--- config.mk ---
export PLATFORM = sky130hd
export DESIGN_NAME = spi_frame_buffer
export DESIGN_NICKNAME = d
export VERILOG_FILES = /design/src/logic/pi_bridge_pkg.sv /design/src/logic/spi_frame_buffer.sv
export SDC_FILE = /design/constraint.sdc
export NUM_CORES = 1
export LEC_CHECK = 0
export BUFFER_PORTS_ARGS = -buffer_cell sky130_fd_sc_hd__buf_2
export CAP_MARGIN = 30
export CORE_AREA = 2 2 53 55
export CTS_CLUSTER_DIAMETER = 120
export DETAILED_ROUTE_END_ITERATION = 12
export DIE_AREA = 0 0 55 57
export PLACE_DENSITY = 0.78
export SYNTH_ARGS = -nofsm -noshare
export SYNTH_HDL_FRONTEND = slang
export SYNTH_SLANG_ARGS = --single-unit
--- constraint.sdc ---
create_clock -name state_clk -period 4.4 [get_ports state_clk]
set_clock_uncertainty 0.15 [all_clocks]
set_input_delay 0.66 -clock state_clk [delete_from_list [all_inputs] [get_ports state_clk]]
set_output_delay 0.66 -clock state_clk [all_outputs]
set_load 0.01 [all_outputs]
--- src/logic/pi_bridge_pkg.sv ---
/*
 * SPI bridge shared definitions: widths, bus request, decoder states and
 * the constants for frame length, RAM size and access timing.
 */
`default_nettype none

package pi_bridge_pkg;

    //////////////////////////////////////////////////
    // widths that carry a meaning.
    //////////////////////////////////////////////////
    typedef logic [7:0]  byte_t;       // one SPI or bus data byte.
    typedef logic [16:0] bus_addr_t;   // a16 followed by address bytes 1 and 2.
    typedef logic [5:0]  cmd_t;        // command field of frame byte 0.
    typedef logic [2:0]  frame_len_t;  // bytes the decoder wants buffered, 0 to 4.

    // one bus access as seen by the target.
    typedef struct packed {
        logic      rw_b;   // 1 means read.
        bus_addr_t addr;
        byte_t     data;
    } bus_req_t;

    typedef enum logic [2:0] {
        idle,
        read_cmd,
        writing,
        completing,
        done
    } decoder_state_t;

    //////////////////////////////////////////////////
    // constants.
    //////////////////////////////////////////////////
    localparam int cmd_access         = 0;   // perform one bus access.
    localparam int frame_bytes        = 4;
    localparam int ram_addr_bits      = 10;
    localparam int access_wait_cycles = 2;   // request rise to done rise.
    localparam int sync_stages        = 2;

endpackage

`default_nettype wire
--- src/logic/spi_frame_buffer.sv ---
/*
 * Frame buffer for received SPI bytes. Holds up to four bytes and reports
 * when the length requested by the decoder has arrived.
 */
`timescale 1ns/10ps
`default_nettype none

module spi_frame_buffer (
    input  wire logic                         state_clk,
    input  wire logic                         pi_pending_in,
    input  wire pi_bridge_pkg::byte_t         rx_byte,
    input  wire logic                         rx_strobe,
    input  wire logic                         frame_start,
    input  wire pi_bridge_pkg::frame_len_t    length,
    output pi_bridge_pkg::byte_t [pi_bridge_pkg::frame_bytes-1:0] frame,
    output logic                              valid
);
    import pi_bridge_pkg::*;

    frame_len_t                  count;     // bytes stored since chip select fell.
    byte_t [frame_bytes-1:0]     frame_q;

    assign frame = frame_q;
    assign valid = (length != '0) && (count >= length);

    always_ff @(posedge state_clk or negedge pi_pending_in) begin
        if (!pi_pending_in) begin
            count <= '0;
        end else if (frame_start) begin
            count <= '0;
        end else if (rx_strobe && (count < frame_len_t'(frame_bytes))) begin
            count <= count + frame_len_t'(1);
        end
    end

    // payload storage. Bytes past the frame length are dropped.
    always_ff @(posedge state_clk) begin
        if (rx_strobe && !frame_start && (count < frame_len_t'(frame_bytes))) begin
            frame_q[count[1:0]] <= rx_byte;
        end
    end

    assert property (@(posedge state_clk) disable iff (!pi_pending_in)
        count <= frame_len_t'(frame_bytes));

endmodule

`default_nettype wire

After elaboration in Yosys (flattened, before gate mapping)
Index checks and enable logic that the tools add are counted.

storage, ports and cells
  bits in latches = 0
  memories kept = 0
  bits in read-only memories = 0
  register bits after elaboration = 35
  bits in writable memories = 0
  logic and storage cells = 23
  output and inout bits = 33

cells by class
  muxes and demuxes = 5
  multipliers = 0
  bitwise gates (word level) = 0
  reduce and logical (&&, ||, !) cells = 8
  $lt $le $gt $ge = 4
  divide/modulo/power cells = 0
  equal/unequal tests = 0
  shifts and indexed selects = 0
  add/subtract/negate cells = 1

operators with widths
  operator                                                     number
  bitwise mux 32 bit                                           1
  demux 8 bit (select 2 bit)                                   1
  two-way mux 8 bit                                            1
  two-way mux 3 bit                                            2
  logical AND 1 bit                                            5
  adder 3 x 1 -> 3 bit (second input constant)                 1
  >= comparator 3 bit                                          1
  less-than comparator 2 x 3 -> 1 bit (second input constant)  1
  less-than comparator 3 bit (second input constant)           1
  nonzero test 3 bit                                           1
  >= comparator 2 x 1 -> 1 bit (second input constant)         1
  nonzero test 2 bit                                           1
  zero test 1 bit                                              1

Longest topological paths before layout
Gate-level depths: netlist of the first run.

  word-level depth = 5
  mapped depth = 5
  gate-level depth less buffers = 5

Least setup slack after synthesis of the first run
Ideal clock, no wire load.

  path kind = input port to output port
  from = input port length[0]
  to = output port valid
  cell stages on the path = 4
  arrival = 1273 ps
  path slack = 2317 ps
  cells stage by stage = ha_1 > nand2b_1 > nand3_1 > a21oi_1

on the way
  cells in the longest elaborated chain, start to end = 2
  elaborated cells on any way between the ends = 3
  classes of those cells = 1 x order compare; 2 x reduce/logical

RTL lines
  element                                                           line                    text
  start: declaration                                                spi_frame_buffer.sv:14  input wire pi_bridge_pkg::frame_len_t length,
  >= comparator 3 bit / nonzero test 3 bit (equally long branches)  spi_frame_buffer.sv:24  assign valid = (length != '0) && (count >= length);
  logical AND 1 bit *                                               spi_frame_buffer.sv:24
  end: declaration                                                  spi_frame_buffer.sv:16  output logic valid

Mark *: on every way between the ends. The rest lies on a longest branch, timed or not.

Worst setup path in the final report of the first run
  from = register count[0]
  to = output port valid

on the way
  cells in the longest elaborated chain, start to end = 2

RTL lines
  element                   line                    text
  start: declaration        spi_frame_buffer.sv:20  frame_len_t count;
  start signal: assignment  spi_frame_buffer.sv:32  count <= count + frame_len_t'(1);
  >= comparator 3 bit       spi_frame_buffer.sv:24
  logical AND 1 bit         spi_frame_buffer.sv:24

No other way between the ends.

==> flow_summary_export.csv, run 1 <==
group,metric,value,unit
timing,tns,0,ns
route,vias_per_cell,4.77,
finish,layout_stage_area_growth_over_the_synthesis_result,26.5,%
global_route,antenna_found_initial,0,
timing,timing.final.crit_period,2.42,ns
setup_path,worst-path-buf-inv,2,
timing,grt_setup_unrepaired,"no",
setup_path,timing.critical_path.slowest_cell_delay,0.39,ns
placed_design,placedCellCount,141,
route,initialDrtViolationCount,20,
setup_path,critical_path.slowest_cell,"sky130_fd_sc_hd__dfrtp_1",
global_route,globalRouteTotalUtil,0.138,
timing,worst_slew_margin_rel,0.731,
pwr,ir_drop,285,uV
global_route,grt_pass1_vias,669,
global_route,grt_max_degree,11,
synth,post_synth_top_area_share,0.772,
global_route,global_route_wire_length_before_repair,2890,um
clock_network,holdBufCountCts,1,
finish,drive_gt1_frac,0.466,
setup_path,crit_path_cell_trace,"clkinv_1, ha_1, nand2b_1, nand3_1, a21oi_1, buf_2",
timing,final_number_of_max_transition_violations,0,
setup_path,crit_path_end_kind,"output pin",
clock_network,cts.repair.resized,0,
synth,synth-edff-count,32,
setup_path,required_worst_endpoint,3.59,ns
route,route.final.wire_length,1940,um
timing,max_clock_freq,413,MHz
synth,yosys_register_bits,35,
setup_path,critical_path.top_delay_family,"flip-flops",
synth,netlist_area,1240,um2
global_route,grt_overflow,0,
clock_network,tritoncts,"done",
setup_path,critical_path_cell_count,6,
route,drt-wirelength-per-cell,13.0,um
floorplanning,core-area,2620,um2
synth,synthFlopType,"sky130_fd_sc_hd__edfxtp_1",
clock_network,clockBufferDepth,2,
setup_path,timing.critical_path.fanout_max,4,
synth,synth.net_count,85,
synth,netlist.top_cell.by_area,"sky130_fd_sc_hd__edfxtp_1",
floorplanning,start_util,0.476,
synth,ys_warn_count,0,
clock_network,cts.sinks,35,
floorplanning,ioPinCount,48,
timing,timing.final.crit_share,0.550,
route,remaining_drc_errors,0,
flow_run,max_cap_viol_count,0,
clock_network,cts_max_level,2,
hold_path,hold_path_class,"in -> reg",
timing,final-hold-violation-count,0,
floorplanning,die-height,57,um
finish,nets,140,
finish,final_cell_area,1580,um2
clock_network,post_cts_buffers,0,
clock_network,numCtsBuffers,5,
floorplanning,die_area,3140,um2
pwr,power.static_leakage,0.659,nW
placed_design,placedInstanceArea,1520,um2
setup_path,worstPathArrival,1.61,ns
route,drt_first_pass_iters,4,
run_status,status,"completed",
synth,synthTopCellsByArea,"sky130_fd_sc_hd__edfxtp_1 (77%), sky130_fd_sc_hd__ha_1 (7.0%), sky130_fd_sc_hd__dfrtp_1 (6.0%)",
synth,netlist_top_cells_count,"sky130_fd_sc_hd__edfxtp_1 (32), sky130_fd_sc_hd__ha_1 (7), sky130_fd_sc_hd__and2_1 (4)",
finish,diodes,0,
clock_network,worst_skew_pair.late_latency,0.32,ns
synth,synth.most_common_cell,"sky130_fd_sc_hd__edfxtp_1",
synth,post_synth.cell_area_avg,19.8,um2
synth,netlist_instances,63,
placed_design,io_buffer_count,47,
setup_path,worst_setup_path_start_kind,"flip-flop",
route,dr_total_vias,710,
timing,timing_worst_slew_pin_value,0.404,ns
timing,setup-violations-final,0,
floorplanning,core.rowCount,19,
synth,number_of_distinct_library_cells_after_synthesis,15,
hold_path,holdPathStages,1,
synth,asyncSetResetFlopFracSynth,0.0857,
finish,stdcell_count,149,
setup_path,critPathKind,"reg -> out",
floorplanning,dieWidth,55,um
route,final_antenna_net_count,0,
synth,yosysSeqAreaShare,0.832,
placed_design,dpl.hpwl,1480,um
clock_network,cts.clk_slew.worst_paths,0.09,ns
pwr,power_density_over_cell_area,360,nW/um2
placed_design,gp_routability_congestion,0.658,
clock_network,ctsRootBufferMaster,"sky130_fd_sc_hd__clkbuf_4",
setup_path,r2r_cells,3,
==> cell usage in the layout (no fill, tap or decap), drive strengths merged, types with 2 or more instances in the layout <==
cell type	n
edfxtp	32
clkinv	3
a21oi	3
buf	47
ha	7
nand2b	2
nor2	4
dfrtp	3
clkbuf	5
and2	4
inv	3
==> cell families after synthesis <==
kind of cell / Yosys count / share of synthesized area
DFF: 35 / 0.832
and+or+nand+nor: 12 / 0.0583
adders and majority gates: 7 / 0.0703
buffers and inverters: 4 / 0.0121
AOI/OAI and AO/OA: 3 / 0.0121
xor gates and xnor gates: 1 / 0.00704
muxes: 1 / 0.00804
==> metal layers <==
metal | global-route usage | up-vias | share of wire
met5 | 0 | - | 0
met4 | 0.0732 | 0 | 0.018
met3 | 0.0707 | 5 | 0.092
met2 | 0.211 | 36 | 0.47
met1 | 0.156 | 326 | 0.42
li1 | - | 343 | -
==> per-stage QoR <==
step | setup WS [ns] | util | total power [mW] | hold WS, ns
6_report | 1.98 | 0.602 | 0.567 | 0.392
5_1_grt | 1.84 | 0.602 | 0.596 | 0.363
4_1_cts | 1.93 | 0.602 | 0.578 | 0.369
3_5_place_dp | 2.14 | 0.581 | 0.429 | 0.311
3_3_place_gp | 2.17 | 0.581 | 0.426 | 0.305
2_1_floorplan | 2.32 | - | 0.407 | 0.214
==> power by group <==
group / internal, mW / switching [mW] / leakage, nW
sequential: 0.374 / 0.00394 / 0.331
clock: 0.0564 / 0.0899 / 0.0285
combinational: 0.0184 / 0.0248 / 0.299
==> worst paths after layout <==
path | endpoint | startpoint | slack, ns
min in group asynchronous | count[1] | pi_pending_in | 0.51
min | frame[22] | rx_byte[6] | 0.39
min reg2reg | count[2] | count[2] | 0.41
max | valid | count[0] | 1.98
max in group asynchronous | count[2] | pi_pending_in | 3.49
max reg2reg | frame[15] | count[2] | 2.83
==> sequential cells by signal, summed over array words and instances (netlist names) <==
name / cells
frame: 32
count: 3
==> cell type report <==
type,instances,area [um2]
inverters,4,15.0
fillers,209,1040
repair buffers,48,245
multi-input cells,24,194
well taps,31,38.8
flip-flops and latches,35,1040
clock inverters,2,8.76
clock buffers,5,37.5
==> worst reg2reg max path: cells and delay by family (launching register included) <==
family	cells	cell delay (ns)
AND/OR/NAND/NOR	3	0.67
flip-flops	1	0.41
(Power assumes the default switching activity.)
==> run 2: changes to the inputs <==
--- a/config.mk
+++ b/config.mk
@@ -5,13 +5,14 @@
 export SDC_FILE = /design/constraint.sdc
 export NUM_CORES = 1
 export LEC_CHECK = 0
+export ABC_AREA = 1
 export BUFFER_PORTS_ARGS = -buffer_cell sky130_fd_sc_hd__buf_2
 export CAP_MARGIN = 30
-export CORE_AREA = 2 2 53 55
+export CORE_AREA = 2 2 59 61
 export CTS_CLUSTER_DIAMETER = 120
 export DETAILED_ROUTE_END_ITERATION = 12
-export DIE_AREA = 0 0 55 57
-export PLACE_DENSITY = 0.78
+export DIE_AREA = 0 0 61 63
+export PLACE_DENSITY = 0.68
 export SYNTH_ARGS = -nofsm -noshare
 export SYNTH_HDL_FRONTEND = slang
 export SYNTH_SLANG_ARGS = --single-unit
==> constraint.sdc (replaced) <==
create_clock -name state_clk -period 2 [get_ports state_clk]
set_clock_uncertainty 0.15 [all_clocks]
set_input_delay 0.3 -clock state_clk [delete_from_list [all_inputs] [get_ports state_clk]]
set_output_delay 0.3 -clock state_clk [all_outputs]
set_load 0.01 [all_outputs]
==> run 2 against run 1 <==
  * Synthesized area grew 2.4%
  * Via count grew 8.5%
  * Highest routed layer unchanged
  * Critical path depth grew 1
  * Total power grew 150%
  * Combinational power grew 120%
  * Clock power grew to 3.4 times the previous value
==> flow_summary_export.csv, run 2 <==
group,metric,value,unit
run_status,status,"completed",
pwr,ir_drop,352,uV
clock_network,worst_skew_pair.late_latency,0.33,ns
route,route.final.wire_length,2020,um
finish,largest_register_ff_count,32,
setup_path,worstPathArrival,1.45,ns
placed_design,placedCellCount,173,
route,drt-wirelength-per-cell,11.0,um
timing,timing.final.crit_period,1.90,ns
synth,synthTopCellsByArea,"sky130_fd_sc_hd__edfxtp_1 (75%), sky130_fd_sc_hd__ha_1 (6.9%), sky130_fd_sc_hd__dfrtp_1 (5.9%)",
synth,yosysSeqAreaShare,0.813,
clock_network,ctsRootBufferMaster,"sky130_fd_sc_hd__clkbuf_4",
floorplanning,die-height,63,um
pwr,power.static_leakage,0.747,nW
setup_path,worst-path-buf-inv,3,
global_route,antenna_found_initial,0,
timing,hold_ws,0.0199,ns
floorplanning,dieWidth,61,um
floorplanning,ioPinCount,48,
placed_design,dpl.hpwl,1520,um
pwr,sw_power,290,uW
global_route,grt_pass1_vias,713,
floorplanning,start_util,0.395,
timing,final_number_of_max_transition_violations,0,
finish,diodes,0,
synth,asyncSetResetFlopFracSynth,0.0857,
synth,synth.net_count,97,
route,drt_first_pass_iters,4,
setup_path,crit_path_end_kind,"output pin",
floorplanning,core-area,3230,um2
clock_network,cts_max_level,2,
route,dr_total_vias,770,
timing,timing.final.crit_share,0.952,
finish,layout_commonest_cell,"sky130_fd_sc_hd__buf_2",
timing,timing_worst_slew_pin_value,0.171,ns
pwr,power.combinational.fraction,0.069,
route,vias_per_cell,4.21,
synth,netlist_area,1270,um2
setup_path,crit_path_cell_trace,"inv_1, ha_1, inv_1, nand2_1, nand2_1, a21oi_1, buf_2",
timing,final-hold-violation-count,0,
pwr,power_frac_seq,0.584,
finish,layout_stage_area_growth_over_the_synthesis_result,33.7,%
global_route,globalRouteTotalUtil,0.117,
clock_network,cts.sinks,35,
pwr,p_int,1.12,mW
finish,stdcell_count,183,
timing,tns,0,ns
placed_design,placedInstanceArea,1610,um2
synth,number_of_distinct_library_cells_after_synthesis,12,
timing,max_clock_freq,525,MHz
setup_path,worst_setup_path_start_kind,"flip-flop",
synth,synthFlopType,"sky130_fd_sc_hd__edfxtp_1",
global_route,grt_max_degree,13,
flow_run,max_cap_viol_count,0,
timing,worst_slack,0.0964,ns
setup_path,timing.critical_path.slowest_cell_delay,0.39,ns
synth,post_synth.cell_area_avg,17.0,um2
synth,ys_warn_count,0,
synth,netlist_top_cells_count,"sky130_fd_sc_hd__edfxtp_1 (32), sky130_fd_sc_hd__inv_1 (11), sky130_fd_sc_hd__nand2_1 (10)",
route,remaining_drc_errors,0,
hold_path,hold_path_class,"in -> reg",
setup_path,critical_path.slowest_cell,"sky130_fd_sc_hd__dfrtp_1",
floorplanning,core.rowCount,21,
clock_network,clockBufferDepth,2,
setup_path,required_worst_endpoint,1.55,ns
timing,grt_setup_unrepaired,"no",
clock_network,numCtsBuffers,5,
setup_path,ff2ff_setup_slack,0.50,ns
global_route,global_route_wire_length_before_repair,3100,um
pwr,power.clock.fraction,0.347,
finish,mostFrequentLayoutCells,"sky130_fd_sc_hd__buf_2 (47), sky130_fd_sc_hd__edfxtp_1 (32), sky130_fd_sc_hd__inv_1 (11)",
finish,drive_gt1_frac,0.482,
pwr,power_density_over_cell_area,829,nW/um2
finish,final_cell_area,1700,um2
finish,utilization,0.527,
clock_network,cts.repair.resized,0,
floorplanning,die_area,3840,um2
synth,synth-edff-count,32,
pwr,post-layout-total-power,1.41,mW
synth,yosys_register_bits,35,
clock_network,tritoncts,"done",
setup_path,critical_path.top_delay_family,"flip-flops",
route,initialDrtViolationCount,25,
timing,setup-violations-final,0,
placed_design,io_buffer_count,47,
global_route,grt_overflow,0,
synth,synth.most_common_cell,"sky130_fd_sc_hd__edfxtp_1",
timing,worst_slew_margin_rel,0.886,
placed_design,gp_routability_congestion,0.710,
synth,netlist.top_cell.by_area,"sky130_fd_sc_hd__edfxtp_1",
route,final_antenna_net_count,0,
placed_design,place_worst_setup_slack,0.406,ns
pwr,switching_share,0.205,
setup_path,critPathKind,"reg -> out",
synth,netlist_instances,75,
setup_path,timing.critical_path.fanout_max,4,
finish,nets,158,
synth,post_synth_top_area_share,0.754,
clock_network,cts.clk_slew.worst_paths,0.11,ns
-- run 2: cell families (layout without fill, tap and decap cells) --
| group | Yosys count | after routing | synth area share |
|---|---|---|---|
| DFF | 35 | 35 | 0.813 |
| AOI/OAI and AO/OA | 4 | 4 | 0.0216 |
| adders and majority gates | 7 | 7 | 0.0687 |
| and+or+nand+nor | 16 | 16 | 0.0589 |
| buffers and inverters | 13 | 75 | 0.0383 |
-- run 2: final timing paths --
kind / cells after the start / end / start
max reg2reg: 5 / frame[7] / count[0]
min reg2reg: 2 / count[0] / count[0]
max: 7 / valid / count[0]
min: 1 / frame[31] / rx_byte[7]
max in group asynchronous: 2 / count[0] / pi_pending_in
min in group asynchronous: 2 / count[1] / pi_pending_in
-- run 2: power by group through the flow --
| stage | Combinational (mW) | Sequential [mW] | Clock (mW) |
|---|---|---|---|
| 2_1_floorplan | 0.0363 | 0.850 | 0 |
| 3_3_place_gp | 0.0906 | 0.843 | 0 |
| 3_5_place_dp | 0.0941 | 0.843 | 0 |
| 4_1_cts | 0.0961 | 0.826 | 0.505 |
| 5_1_grt | 0.111 | 0.827 | 0.531 |
| 6_report | 0.0968 | 0.825 | 0.491 |
-- run 2: per-layer routing --
layer	vias to the layer above	global-route usage	routed length, um
met5	-	0	0
met4	0	0.0652	47
met3	5	0.0580	179
met2	38	0.192	992
met1	346	0.117	794
li1	381	-	-
-- run 2: layout make-up --
class                           count  area [um2]
Tap cell                           46        57.6
Multi-Input combinational cell     27         190
Sequential cell                    35        1040
Timing Repair Buffer               54         290
Inverter                           13        48.8
Clock inverter                      3        43.8
Clock buffer                        5        37.5
Fill cell                         295        1530
-- run 2: what timing repair did --
item | in CTS | in global routing
endpoints found under the hold margin | 3 | 0
setup endpoints to repair | 0 | 1
hold buffers | 1 | 0
buffers inserted | 0 | 1
==> run 3: changes to the inputs <==
--- a/config.mk
+++ b/config.mk
@@ -12,6 +12,7 @@
 export CTS_CLUSTER_DIAMETER = 120
 export DETAILED_ROUTE_END_ITERATION = 12
 export DIE_AREA = 0 0 61 63
+export HOLD_SLACK_MARGIN = 0.05
 export PLACE_DENSITY = 0.68
 export SYNTH_ARGS = -nofsm -noshare
 export SYNTH_HDL_FRONTEND = slang
==> run 3 against run 2 <==
  * Core utilization increased by 2.5 points
  * Combinational power increased by 13%
  * Final area increased by 4.7%
  * Count of clock-buffer cells in the layout unchanged
  * Critical path depth unchanged
  * Largest cell class unchanged
  * Highest routed layer unchanged
  * Critical endpoint unchanged
  * Sequential share of layout area decreased by 2.7 points
  * Die area unchanged
==> flow_summary_export.csv, run 3 (synthesis gave the netlist of run 2 again) <==
group,metric,value,unit
run_status,status,"completed",
placed_design,dpl.hpwl,1520,um
setup_path,worst_setup_path_start_kind,"flip-flop",
route,final_antenna_net_count,0,
placed_design,placedInstanceArea,1610,um2
pwr,power_density_over_cell_area,799,nW/um2
pwr,ir_drop,354,uV
setup_path,worstPathArrival,1.46,ns
hold_path,holdPathStages,4,
floorplanning,core.rowCount,21,
finish,nFillCells,288,
finish,layout_stage_area_growth_over_the_synthesis_result,39.9,%
clock_network,cts_max_level,2,
setup_path,timing.rr.end,"frame[5]",
setup_path,r2r_cells,5,
timing,worst_slew_margin_rel,0.886,
timing,timing.final.crit_period,1.91,ns
hold_path,hold-path-endpoint,"count[1]",
global_route,grt_pass1_vias,763,
global_route,global_route_wire_length_before_repair,3260,um
clock_network,numCtsBuffers,5,
timing,setup-violations-final,0,
timing,timing_worst_slew_pin_value,0.171,ns
finish,stdcell_count,191,
timing,final_number_of_max_transition_violations,0,
pwr,post-layout-total-power,1.43,mW
setup_path,timing.critical_path.slowest_cell_delay,0.39,ns
clock_network,cts.sinks,35,
clock_network,clockBufferDepth,2,
flow_run,max_cap_viol_count,0,
finish,mostFrequentLayoutCells,"sky130_fd_sc_hd__buf_2 (47), sky130_fd_sc_hd__edfxtp_1 (32), sky130_fd_sc_hd__inv_1 (11)",
hold_path,hold_path_class,"in -> reg",
route,route.final.wire_length,2120,um
setup_path,ff2ff_setup_slack,0.50,ns
setup_path,crit_path_cell_trace,"inv_1, ha_1, inv_1, nand2_1, nand2_1, a21oi_1, buf_2",
global_route,grt_overflow,0,
setup_path,regToRegStartpoint,"count[0]",
route,remaining_drc_errors,0,
timing,final-hold-violation-count,0,
setup_path,timing.critical_path.fanout_max,4,
global_route,grt_max_degree,13,
pwr,power.static_leakage,0.781,nW
clock_network,cts.repair.resized,0,
route,drt-wirelength-per-cell,11.1,um
setup_path,required_worst_endpoint,1.55,ns
floorplanning,ioPinCount,48,
finish,drive_gt1_frac,0.455,
clock_network,tritoncts,"done",
placed_design,gp_routability_congestion,0.710,
route,vias_per_cell,4.19,
placed_design,placedCellCount,173,
placed_design,place_worst_setup_slack,0.406,ns
route,dr_total_vias,800,
route,drt_first_pass_iters,4,
hold_path,hold_start,"frame_start",
finish,utilization,0.552,
setup_path,critical_path.slowest_cell,"sky130_fd_sc_hd__dfrtp_1",
setup_path,critPathKind,"reg -> out",
route,initialDrtViolationCount,36,
placed_design,io_buffer_count,47,
finish,largest_register_ff_count,32,
clock_network,cts.clk_slew.worst_paths,0.10,ns
floorplanning,core-area,3230,um2
floorplanning,die_area,3840,um2
clock_network,ctsRootBufferMaster,"sky130_fd_sc_hd__clkbuf_4",
floorplanning,die-height,63,um
floorplanning,start_util,0.395,
timing,hold_ws,0.0756,ns
finish,diodes,0,
timing,tns,0,ns
timing,timing.final.crit_share,0.953,
setup_path,crit_path_end_kind,"output pin",
finish,nets,166,
global_route,globalRouteTotalUtil,0.123,
floorplanning,dieWidth,61,um
timing,worst_slack,0.0944,ns
finish,final_cell_area,1780,um2
finish,layout_commonest_cell,"sky130_fd_sc_hd__buf_2",
timing,max_clock_freq,525,MHz
global_route,antenna_found_initial,0,
timing,grt_setup_unrepaired,"no",
clock_network,worst_skew_pair.late_latency,0.33,ns
setup_path,critical_path.startpoint,"count[0]",
[run 3: changes by cell type in the layout (fill, tap and decap cells not counted)]
cell,delta
sky130_fd_sc_hd__dlygate4sd3_1,+8
[run 3: power breakdown]
part / total (mW) / internal, mW / switching, mW
Clock: 0.491 / 0.263 / 0.228
Combinational: 0.109 / 0.0513 / 0.0579
Sequential: 0.825 / 0.819 / 0.00665
[run 3: layout make-up]
class / count / area, um2 / share of cell area
inverter: 13 / 48.8 / 0.0273
multi-input combinational: 27 / 190 / 0.107
clock buffer: 5 / 37.5 / 0.0210
tap: 46 / 57.6 / 0.0323
clock inverter: 3 / 43.8 / 0.0245
timing repair buffer: 62 / 370 / 0.208
sequential: 35 / 1040 / 0.581
[run 3: critical path: cells and delay by family, from the launching register on]
| kind | cells | cell delay [ns] |
|---|---|---|
| AND/OR/NAND/NOR | 2 | 0.09 |
| adder cells (fa/ha/maj) | 1 | 0.28 |
| buffers and inverters | 3 | 0.26 |
| AO/OA/AOI/OAI | 1 | 0.11 |
| flip-flops | 1 | 0.39 |
[run 3: repair_timing]
item	in CTS	in global routing
setup buffers	0	1
hold buffers	9	0
endpoints found under the hold margin	35	0
endpoints found under the setup margin	0	1
[run 3: how the worst max path moves through the flow]
stage	to	slack [ns]	cells after the start
final	valid	0.09	7
after global routing	valid	0.002	7
after CTS	valid	0.02	7
after detailed placement	valid	0.41	7
after global placement	valid	0.45	7
after floorplan	frame[16]	0.42	4
[run 3: layer usage]
metal	vias to the layer above	wire, um	GRT usage
li1	397	-	-
met1	362	846	0.121
met2	36	1070	0.204
met3	5	160	0.0559
met4	0	47	0.0734
met5	-	0	0
